[config.mk]
export PLATFORM = sky130hd
export DESIGN_NAME = stream_decompressor
export DESIGN_NICKNAME = d
export VERILOG_FILES = /design/src/hdl/dcmp_pkg.sv /design/src/hdl/byte_window.sv /design/src/hdl/packet_decoder.sv /design/src/hdl/word_holder.sv /design/src/hdl/stream_decompressor.sv
export SDC_FILE = /design/constraint.sdc
export NUM_CORES = 1
export LEC_CHECK = 0
export BUFFER_PORTS_ARGS = -buffer_cell sky130_fd_sc_hd__buf_2
export CAP_MARGIN = 20
export CORE_AREA = 5 5 102 104
export DETAILED_ROUTE_END_ITERATION = 6
export DIE_AREA = 0 0 107 109
export PLACE_DENSITY = 0.71
export SYNTH_ARGS = -nofsm -noshare
export SYNTH_HDL_FRONTEND = slang
export SYNTH_SLANG_ARGS = --single-unit
[constraint.sdc]
create_clock -name clk -period 9.9 [get_ports clk]
set_input_delay 0 -clock clk [delete_from_list [all_inputs] [get_ports clk]]
set_output_delay 0 -clock clk [all_outputs]
set_load 0.05 [all_outputs]
[src/hdl/dcmp_pkg.sv]
/*
 * Decompressor shared definitions
 * Word and byte queue sizes, packet kind codes, decoder state codes
 * and the two views of the three-byte packet header
 */
package dcmp_pkg;

	localparam int DATA_WIDTH = 16;
	localparam int BYTES_PER_WORD = 2;
	localparam int WINDOW_BYTES = 4;
	localparam int QUEUE_BYTES = 6;
	localparam int COUNT_WIDTH = 3;
	localparam int TAKE_WIDTH = 2;
	localparam int LENGTH_WIDTH = 12;

	// Bytes per output word, at queue level and consume widths
	localparam logic [COUNT_WIDTH-1:0] COUNT_WORD = COUNT_WIDTH'(BYTES_PER_WORD);
	localparam logic [TAKE_WIDTH-1:0] TAKE_WORD = TAKE_WIDTH'(BYTES_PER_WORD);

	// Packet kinds from header bits 6:4
	localparam logic [2:0] KIND_ZERO = 3'b000;
	localparam logic [2:0] KIND_FILL = 3'b010;
	localparam logic [2:0] KIND_RAW = 3'b101;
	localparam logic [2:0] KIND_HIGH = 3'b111;

	// Decoder states
	localparam int STATE_WIDTH = 2;
	localparam logic [STATE_WIDTH-1:0] ST_HEADER = 2'd0;
	localparam logic [STATE_WIDTH-1:0] ST_SEND_FILL = 2'd1;
	localparam logic [STATE_WIDTH-1:0] ST_SEND_RAW = 2'd2;

	typedef struct packed {
		logic long_flag;
		logic [2:0] kind;
		logic [3:0] len_low;
	} header_byte_t;

	// Oldest byte sits in the low bits, so the header byte is listed last
	typedef union packed {
		struct packed {
			logic [7:0] unused;
			logic [7:0] value;
			header_byte_t head;
		} short_view;
		struct packed {
			logic [7:0] value;
			logic [7:0] len_high;
			header_byte_t head;
		} long_view;
	} header_u;

endpackage

[src/hdl/byte_window.sv]
/*
 * Byte window
 * Splits sink words into bytes held in a small shift queue and shows
 * the oldest bytes to the decoder, which consumes up to three per cycle
 */
`timescale 1ns/10ps

module byte_window (
	input  logic clk,
	input  logic nreset,

	input  logic sink_valid,
	input  logic [dcmp_pkg::DATA_WIDTH-1:0] sink_data,
	output logic sink_ready,

	output logic [dcmp_pkg::WINDOW_BYTES-1:0][7:0] window,
	output logic [dcmp_pkg::COUNT_WIDTH-1:0] fill,
	input  logic [dcmp_pkg::TAKE_WIDTH-1:0] take
);

	logic [dcmp_pkg::QUEUE_BYTES-1:0][7:0] queue;
	logic [dcmp_pkg::QUEUE_BYTES-1:0][7:0] queue_shifted;
	logic [dcmp_pkg::QUEUE_BYTES-1:0][7:0] queue_next;
	logic [dcmp_pkg::COUNT_WIDTH-1:0] level;
	logic [dcmp_pkg::COUNT_WIDTH-1:0] level_rest;
	logic [dcmp_pkg::COUNT_WIDTH-1:0] level_next;
	logic accept;

	assign accept = sink_valid & sink_ready;

	// Bytes left once the decoder has taken its share
	assign level_rest = level - {1'b0, take};
	assign queue_shifted = queue >> {take, 3'b000};

	assign level_next = accept ? level_rest + dcmp_pkg::COUNT_WORD : level_rest;

	// New word lands right behind the remaining bytes, low byte first
	always_comb begin
		for (int i = 0; i < dcmp_pkg::QUEUE_BYTES; i++) begin
			queue_next[i] = queue_shifted[i];
			for (int b = 0; b < dcmp_pkg::BYTES_PER_WORD; b++) begin
				if (accept && i == level_rest + b) begin
					queue_next[i] = sink_data[8*b +: 8];
				end
			end
		end
	end

	always_ff @(posedge clk) begin
		queue <= queue_next;
	end

	always_ff @(posedge clk) begin
		if (!nreset) begin
			level <= '0;
			sink_ready <= 1'b0;
		end else begin
			level <= level_next;
			// Room for one more whole word next cycle
			sink_ready <= (level_next <= dcmp_pkg::QUEUE_BYTES - dcmp_pkg::BYTES_PER_WORD);
		end
	end

	assign window = queue[dcmp_pkg::WINDOW_BYTES-1:0];
	assign fill = level;

endmodule

[src/hdl/packet_decoder.sv]
/*
 * Packet decoder
 * Reads one to three header bytes from the byte window, then offers
 * L+1 output words: copied raw bytes or a repeated fill byte.
 * A length down-counter ends the packet on its last accepted word.
 */
`timescale 1ns/10ps

module packet_decoder (
	input  logic clk,
	input  logic nreset,

	input  logic [dcmp_pkg::WINDOW_BYTES-1:0][7:0] window,
	input  logic [dcmp_pkg::COUNT_WIDTH-1:0] fill,
	output logic [dcmp_pkg::TAKE_WIDTH-1:0] take,

	output logic [dcmp_pkg::DATA_WIDTH-1:0] word,
	output logic word_valid,
	input  logic word_ready
);

	logic [dcmp_pkg::STATE_WIDTH-1:0] state;
	logic [dcmp_pkg::STATE_WIDTH-1:0] state_next;
	logic [dcmp_pkg::LENGTH_WIDTH-1:0] count;
	logic [7:0] fill_value;

	dcmp_pkg::header_u hdr;
	logic long_flag;
	logic [2:0] kind;
	logic is_fill_kind;
	logic [dcmp_pkg::TAKE_WIDTH-1:0] head_size;
	logic head_present;
	logic head_load;
	logic [dcmp_pkg::LENGTH_WIDTH-1:0] head_length;
	logic [7:0] head_value;
	logic [7:0] head_fill;
	logic word_xfer;
	logic last_xfer;

	// Same three bytes, read according to the long flag
	assign hdr = window[2:0];
	assign long_flag = hdr.short_view.head.long_flag;
	assign kind = hdr.short_view.head.kind;
	assign is_fill_kind = (kind == dcmp_pkg::KIND_FILL);

	// One byte, plus one for the long length, plus one for the value byte
	assign head_size = {long_flag | is_fill_kind, ~(long_flag ^ is_fill_kind)};
	assign head_present = (fill >= {1'b0, head_size});
	assign head_load = (state == dcmp_pkg::ST_HEADER) && head_present;

	always_comb begin
		if (long_flag) begin
			head_length = {hdr.long_view.len_high, hdr.long_view.head.len_low};
			head_value = hdr.long_view.value;
		end else begin
			head_length = {8'h00, hdr.short_view.head.len_low};
			head_value = hdr.short_view.value;
		end
	end

	always_comb begin
		case (kind)
			dcmp_pkg::KIND_ZERO: head_fill = 8'h00;
			dcmp_pkg::KIND_HIGH: head_fill = 8'hff;
			dcmp_pkg::KIND_FILL: head_fill = head_value;
			default: head_fill = 8'h00;
		endcase
	end

	// Word offer
	always_comb begin
		word = {fill_value, fill_value};
		word_valid = 1'b0;
		case (state)
			dcmp_pkg::ST_SEND_FILL: begin
				word_valid = 1'b1;
			end
			dcmp_pkg::ST_SEND_RAW: begin
				word = {window[1], window[0]};
				word_valid = (fill >= dcmp_pkg::COUNT_WORD);
			end
			default: begin
				word_valid = 1'b0;
			end
		endcase
	end

	assign word_xfer = word_valid & word_ready;
	assign last_xfer = word_xfer && (count == '0);

	// Bytes consumed from the window this cycle
	always_comb begin
		take = '0;
		if (head_load) begin
			take = head_size;
		end else if (state == dcmp_pkg::ST_SEND_RAW && word_xfer) begin
			take = dcmp_pkg::TAKE_WORD;
		end
	end

	always_comb begin
		state_next = state;
		case (state)
			dcmp_pkg::ST_HEADER: begin
				if (head_present) begin
					if (kind == dcmp_pkg::KIND_RAW) begin
						state_next = dcmp_pkg::ST_SEND_RAW;
					end else begin
						state_next = dcmp_pkg::ST_SEND_FILL;
					end
				end
			end
			dcmp_pkg::ST_SEND_FILL, dcmp_pkg::ST_SEND_RAW: begin
				if (last_xfer) begin
					state_next = dcmp_pkg::ST_HEADER;
				end
			end
			default: begin
				state_next = dcmp_pkg::ST_HEADER;
			end
		endcase
	end

	always_ff @(posedge clk) begin
		if (!nreset) begin
			state <= dcmp_pkg::ST_HEADER;
			count <= '0;
		end else begin
			state <= state_next;
			if (head_load) begin
				count <= head_length;
			end else if (word_xfer) begin
				count <= count - 1'b1;
			end
		end
	end

	// Zero, high and fill packets all repeat one latched byte
	always_ff @(posedge clk) begin
		if (head_load) begin
			fill_value <= head_fill;
		end
	end

endmodule

[src/hdl/word_holder.sv]
/*
 * Word holder
 * One-word output register between the decoder and the source port;
 * absorbs source back-pressure at a full word per cycle
 */
`timescale 1ns/10ps

module word_holder (
	input  logic clk,
	input  logic nreset,

	input  logic [dcmp_pkg::DATA_WIDTH-1:0] word,
	input  logic word_valid,
	output logic word_ready,

	output logic source_valid,
	output logic [dcmp_pkg::DATA_WIDTH-1:0] source_data,
	input  logic source_ready
);

	logic hold_valid;
	logic [dcmp_pkg::DATA_WIDTH-1:0] hold_data;

	// Free when empty, or when the held word leaves this cycle
	assign word_ready = ~hold_valid | source_ready;

	always_ff @(posedge clk) begin
		if (!nreset) begin
			hold_valid <= 1'b0;
		end else if (word_valid && word_ready) begin
			hold_valid <= 1'b1;
		end else if (source_ready) begin
			hold_valid <= 1'b0;
		end
	end

	always_ff @(posedge clk) begin
		if (word_valid && word_ready) begin
			hold_data <= word;
		end
	end

	assign source_valid = hold_valid;
	assign source_data = hold_data;

endmodule

[src/hdl/stream_decompressor.sv]
/*
 * Stream decompressor top level
 * 16-bit valid/ready sink, byte window, packet decoder and an
 * output holding register on the valid/ready source
 */
`timescale 1ns/10ps

module stream_decompressor (
	input  logic clk,
	input  logic nreset,

	input  logic sink_valid,
	input  logic [dcmp_pkg::DATA_WIDTH-1:0] sink_data,
	output logic sink_ready,

	output logic source_valid,
	output logic [dcmp_pkg::DATA_WIDTH-1:0] source_data,
	input  logic source_ready
);

	// Window link
	logic [dcmp_pkg::WINDOW_BYTES-1:0][7:0] window;
	logic [dcmp_pkg::COUNT_WIDTH-1:0] fill;
	logic [dcmp_pkg::TAKE_WIDTH-1:0] take;

	// Output link
	logic [dcmp_pkg::DATA_WIDTH-1:0] word;
	logic word_valid;
	logic word_ready;

	byte_window u_byte_window (
		.clk(clk),
		.nreset(nreset),
		.sink_valid(sink_valid),
		.sink_data(sink_data),
		.sink_ready(sink_ready),
		.window(window),
		.fill(fill),
		.take(take)
	);

	packet_decoder u_packet_decoder (
		.clk(clk),
		.nreset(nreset),
		.window(window),
		.fill(fill),
		.take(take),
		.word(word),
		.word_valid(word_valid),
		.word_ready(word_ready)
	);

	word_holder u_word_holder (
		.clk(clk),
		.nreset(nreset),
		.word(word),
		.word_valid(word_valid),
		.word_ready(word_ready),
		.source_valid(source_valid),
		.source_data(source_data),
		.source_ready(source_ready)
	);

endmodule

* Word-level counts from Yosys, hierarchy flattened
Index checks and enable logic that the tools add are counted.
** Operators by class
- Mux-type cells :: 28
- Equality and inequality tests :: 17
- Bitwise gates (word level) :: 7
- Reduce and logical (&&, ||, !) cells :: 24
- $add $sub $neg :: 4
- $lt $le $gt $ge :: 3
- Shifts and indexed selects :: 1
** Operator list (count)
- 8-bit two-way mux :: 13
- 2-bit by 32-bit equality test with 1-bit output (first input constant) :: 2
- 3-bit by 32-bit equality test with 1-bit output (first input constant) :: 2
- 32-bit zero test :: 2
- 48-bit by 5-bit right shift with 48-bit output :: 1
- 12-bit two-way mux :: 3
- 1-bit by 32-bit equality test with 1-bit output (first input constant) :: 1
- 1-bit logical AND :: 16
- 16-bit two-way mux :: 1
- 8-bit case mux with 2 select lines :: 1
- 12-bit zero test :: 1
- 12-bit by 1-bit subtractor with 12-bit output (second input constant) :: 1
- 2-bit two-way mux :: 5
- 2-bit by 3-bit equality test with 1-bit output (first input constant) :: 2
- 3-bit equality test (first input constant) :: 2
- 3-bit equality test (second input constant) :: 2
- 3-bit by 1-bit adder with 4-bit output (second input constant) :: 1
- 2-bit by 1-bit != test with 1-bit output (second input constant) :: 2
- 2-bit case mux with 2 select lines :: 1
- 2-bit nonzero test :: 2
- 3-bit by 2-bit adder with 3-bit output (second input constant) :: 1
- 1-bit by 3-bit equality test with 1-bit output (first input constant) :: 1
- 3-bit by 2-bit equality test with 1-bit output (second input constant) :: 1
- 3-bit by 2-bit greater-or-equal comparator with 1-bit output :: 1
- 15 further kinds :: 19
** Storage, ports and cells
- Word-level logic and storage cells :: 97
- Bits of input ports :: 20
- Flip-flop bits (word level) :: 91

* Longest topological paths before layout
- Depth after elaboration :: 11
- Depth in mapped cells :: 22
- Mapped depth without buffers :: 17

* By module
A second synthesis with hierarchy kept.
** Unflattened totals
- Cell total of the unflattened synthesis :: 592
- Area, all modules :: 5434.0 um2
** By module, submodules not included
- byte_window :: instances 1, cells an instance 375, seq. area each 1201.2 um2, area an instance 3281.9 um2
- packet_decoder :: instances 1, cells an instance 196, seq. area each 520.5 um2, area an instance 1614.0 um2
- word_holder :: instances 1, cells an instance 21, seq. area each 500.5 um2, area an instance 538.0 um2

* Worst setup path before layout
Ideal clock, no wire load.
- Path type :: flip-flop to flip-flop
- From :: register u_byte_window.queue, in the netlist u_byte_window.window[7]
- To :: register u_byte_window.queue, in the netlist u_byte_window.window[23]
- Clock period less this slack :: 5093 ps
- Buffers on the path :: 4
- Cell stages (with the launch flop) :: 21
- Slack :: 4807 ps
- Data arrival time :: 4958 ps
- Data required time :: 9765 ps
- Cell sequence :: edfxtp_1 > clkbuf_1 > clkbuf_1 > inv_1 > ha_1 > and3b_1 > a22oi_1 > inv_1 > clkbuf_1 > buf_1 > ha_1 > inv_1 > fa_1 > xnor2_1 > inv_1 > ha_1 > nand4bb_1 > nor3b_1 > nor2_1 > nand2_1 > o221ai_1
** RTL lines
- start, declared :: line byte_window.sv:21 : logic [dcmp_pkg::QUEUE_BYTES-1:0][7:0] queue;
- start signal, assigned :: line byte_window.sv:50 : queue <= queue_next;

==> impl_metrics.ini <==
[cts]
cts_tree = built
cts_hold_buf = 24
cts_buffers = 9
cts_sinks = 91
cts_max_level = 3
clk_latency_ns = 0.37
cts_buffer_depth = 2
post-cts-setup-buffer-count = 0
cts_resized = 0
clkSlewWorstSetupHoldPaths_ns = 0.09
clockRootBuffer = clkbuf_8

[final_layout]
stdcell_count = 716
final_common_cell = nand2_1
num_antenna_cells = 0
final_cell_mix = nand2_1 (88), dfxtp_1 (51), edfxtp_1 (40), nor2_1 (39), buf_2 (38)
utilization_pct = 60.74
layout-drive-gt1-share_pct = 11.79
final_nets = 627
area_delta_synth_final_pct = 14.63

[timing]
worst_slew_pin_slew_ns = 1.117
skew_ns = 0.009887
finalSetupViolations = 0
tns_ns = 0
rsz0062_at_grt = no
drv_slew = 0
slew-limit-headroom_pct = 25.53
finalCritPeriodShare_pct = 68.57
min_period_ns = 6.788
max_clock_freq_mhz = 147.3
hold_violations = 0

[power_and_ir_drop]
finalPower_mw = 2.189
p_leak_nw = 2.286
power.density_nw_per_um2 = 381.1
peakVddDrop_uv = 180.7

[global_route]
gr-total-overflow = 0
grt_start_max_net_pins = 33
antenna_found_initial = 0
grt_usage_pct = 23.35
grt_pass1_vias = 4274
grt_pass1_wl_um = 21420

[drt]
drtIter0Drc = 458
viasPerCell = 6.219
drc = 0
ant_nets = 0
routedWlPerCell_um = 18.22
drtPass1Iterations = 5
num_vias = 4453
drt_wl_total_um = 13040

[logic_synthesis]
synthDistinctLibCells = 52
synth_xor_area_share_pct = 1.573
synth_top_area_cell = edfxtp_1
ys_async_sr_fraction_pct = 0
syn-num-nets = 583
syn_inst = 553
synth_top_family_by_area = compound AO/OA/AOI/OAI gates
synth_fa_ha_area_share_pct = 2.646
synth_compound_area_share_pct = 24.06
ys_seq_area_share_pct = 44.33
synth-edff-count = 40
synth_top_area_share_pct = 23.96
yosys.area_share.simple_pct = 17.17
syn_avg_cell_area_um2 = 9.064
synthTopCellsByArea = edfxtp_1 (24%), dfxtp_1 (20%), nand2_1 (6.6%)
synth_area_um2 = 5012
synthMuxAreaShare_pct = 6.390
synth-seq-cells = 91
synth_warnings = 0
synth_ff_type = dfxtp_1

[worst_setup_path]
crit_path_start_kind = flop
setup.worst_path.class = flop to flop
reg2reg_to = u_byte_window.window[19]
critPathArrivalTime_ns = 7.07
required_ns = 10.18
startpoint = u_byte_window.window[7]
r2r_cells = 16
endpoint = u_byte_window.window[19]
cp-end-kind = flop
r2r_slack_ns = 3.11
crit_fanout = 29
rr_startpoint = u_byte_window.window[7]

[outcome]
status = finished, final reports clean

[floorplan]
rows = 36
die_h_um = 109
core-area_um2 = 9459
start_util_pct = 52.99
die_w_um = 107
io_pins = 38
die_area_um2 = 11660

[flow_run]
maxCapViolCount = 0

[placed_design]
gp_congestion = 0.9361
dp_cells = 674
hpwl_um = 9084
port_buffers = 37

[worst_hold_path]
hold_path_class = input pin to flop
-- flip-flops by register name (all words and copies together), names as in the netlist --
register                     cells
u_byte_window.window            32
u_byte_window.sink_ready         1
u_packet_decoder.state           2
u_packet_decoder.count          12
u_word_holder.source_valid       1
u_packet_decoder.fill_value      8
u_byte_window.fill               3
u_byte_window.queue             16
u_word_holder.source_data       16
-- cell usage after synthesis, drive strengths merged, types with 9 or more instances --
library cell and count:
a211oi 13, a21o 16, a21oi 28, a22oi 10, a31oi 23, and2 12, clkbuf 29, dfxtp 51
edfxtp 40, ha 9, inv 15, mux2i 32, nand2 88, nand2b 9, nor2 39, o21ai 22
o22ai 19
-- critical path: stages (launching register included) --
cell and delay (ns):
edfxtp_1 0.85, inv_1 0.15, ha_1 0.38, a21o_1 0.27, a22oi_2 0.91, mux2i_2 0.29, buf_4 0.38, inv_1 0.25
fa_1 0.46, xnor2_1 0.38, inv_1 0.17, ha_1 0.42, nand4bb_1 0.15, nor3b_1 0.81, a22oi_1 0.13, dlygate4sd3_1 0.61
o221ai_1 0.07
-- cell families after synthesis --
group | count (synthesis)
AO/OA/AOI/OAI | 176
adder cells (fa/ha/maj) | 10
flip-flops | 91
XOR/XNOR | 9
multiplexers | 32
buffers and inverters | 50
AND/OR/NAND/NOR | 185
-- cell type report --
| class | count | area [µm²] |
|---|---|---|
| Multi-Input combinational cell | 412 | 2608 |
| Fill cell | 822 | 3714 |
| Timing Repair Buffer | 67 | 488.0 |
| Clock buffer | 10 | 137.6 |
| Sequential cell | 91 | 2222 |
| Tap cell | 114 | 142.6 |
| Clock inverter | 6 | 87.58 |
| Inverter | 16 | 60.06 |
-- where the power goes --
| group | internal, mW | switching [mW] |
|---|---|---|
| Combinational | 0.452 | 0.725 |
| Sequential | 0.597 | 0.129 |
| Clock | 0.149 | 0.137 |
-- through the flow --
step	area, µm²	setup WS [ns]	hold WS, ns
floorplan	5012	4.807	0.1334
global placement	5240	3.305	0.2805
detailed placement	5245	2.968	0.2793
CTS	5710	2.759	0.01617
global route	5746	2.629	0.02278
finish	5746	3.112	0.03418
-- worst min-delay path by stage --
stage	from	to	slack (ns)	depth (start not counted)
floorplan	nreset	u_packet_decoder.count[1]	0.13	1
global placement	nreset	u_packet_decoder.count[1]	0.28	2
detailed placement	nreset	u_packet_decoder.count[1]	0.28	2
CTS	sink_data[6]	u_byte_window.window[22]	0.02	3
global route	sink_data[6]	u_byte_window.window[22]	0.02	3
finish	sink_data[6]	u_byte_window.window[22]	0.03	3
-- routing by layer --
layer	wire (µm)	track usage [%]	up-vias
met5	0	0	-
met4	387	10.14	0
met3	885	3.552	37
met2	6071	38.04	218
met1	5699	31.07	2049
li1	-	-	2149
Note: power is estimated with default switching activity, not from simulation.
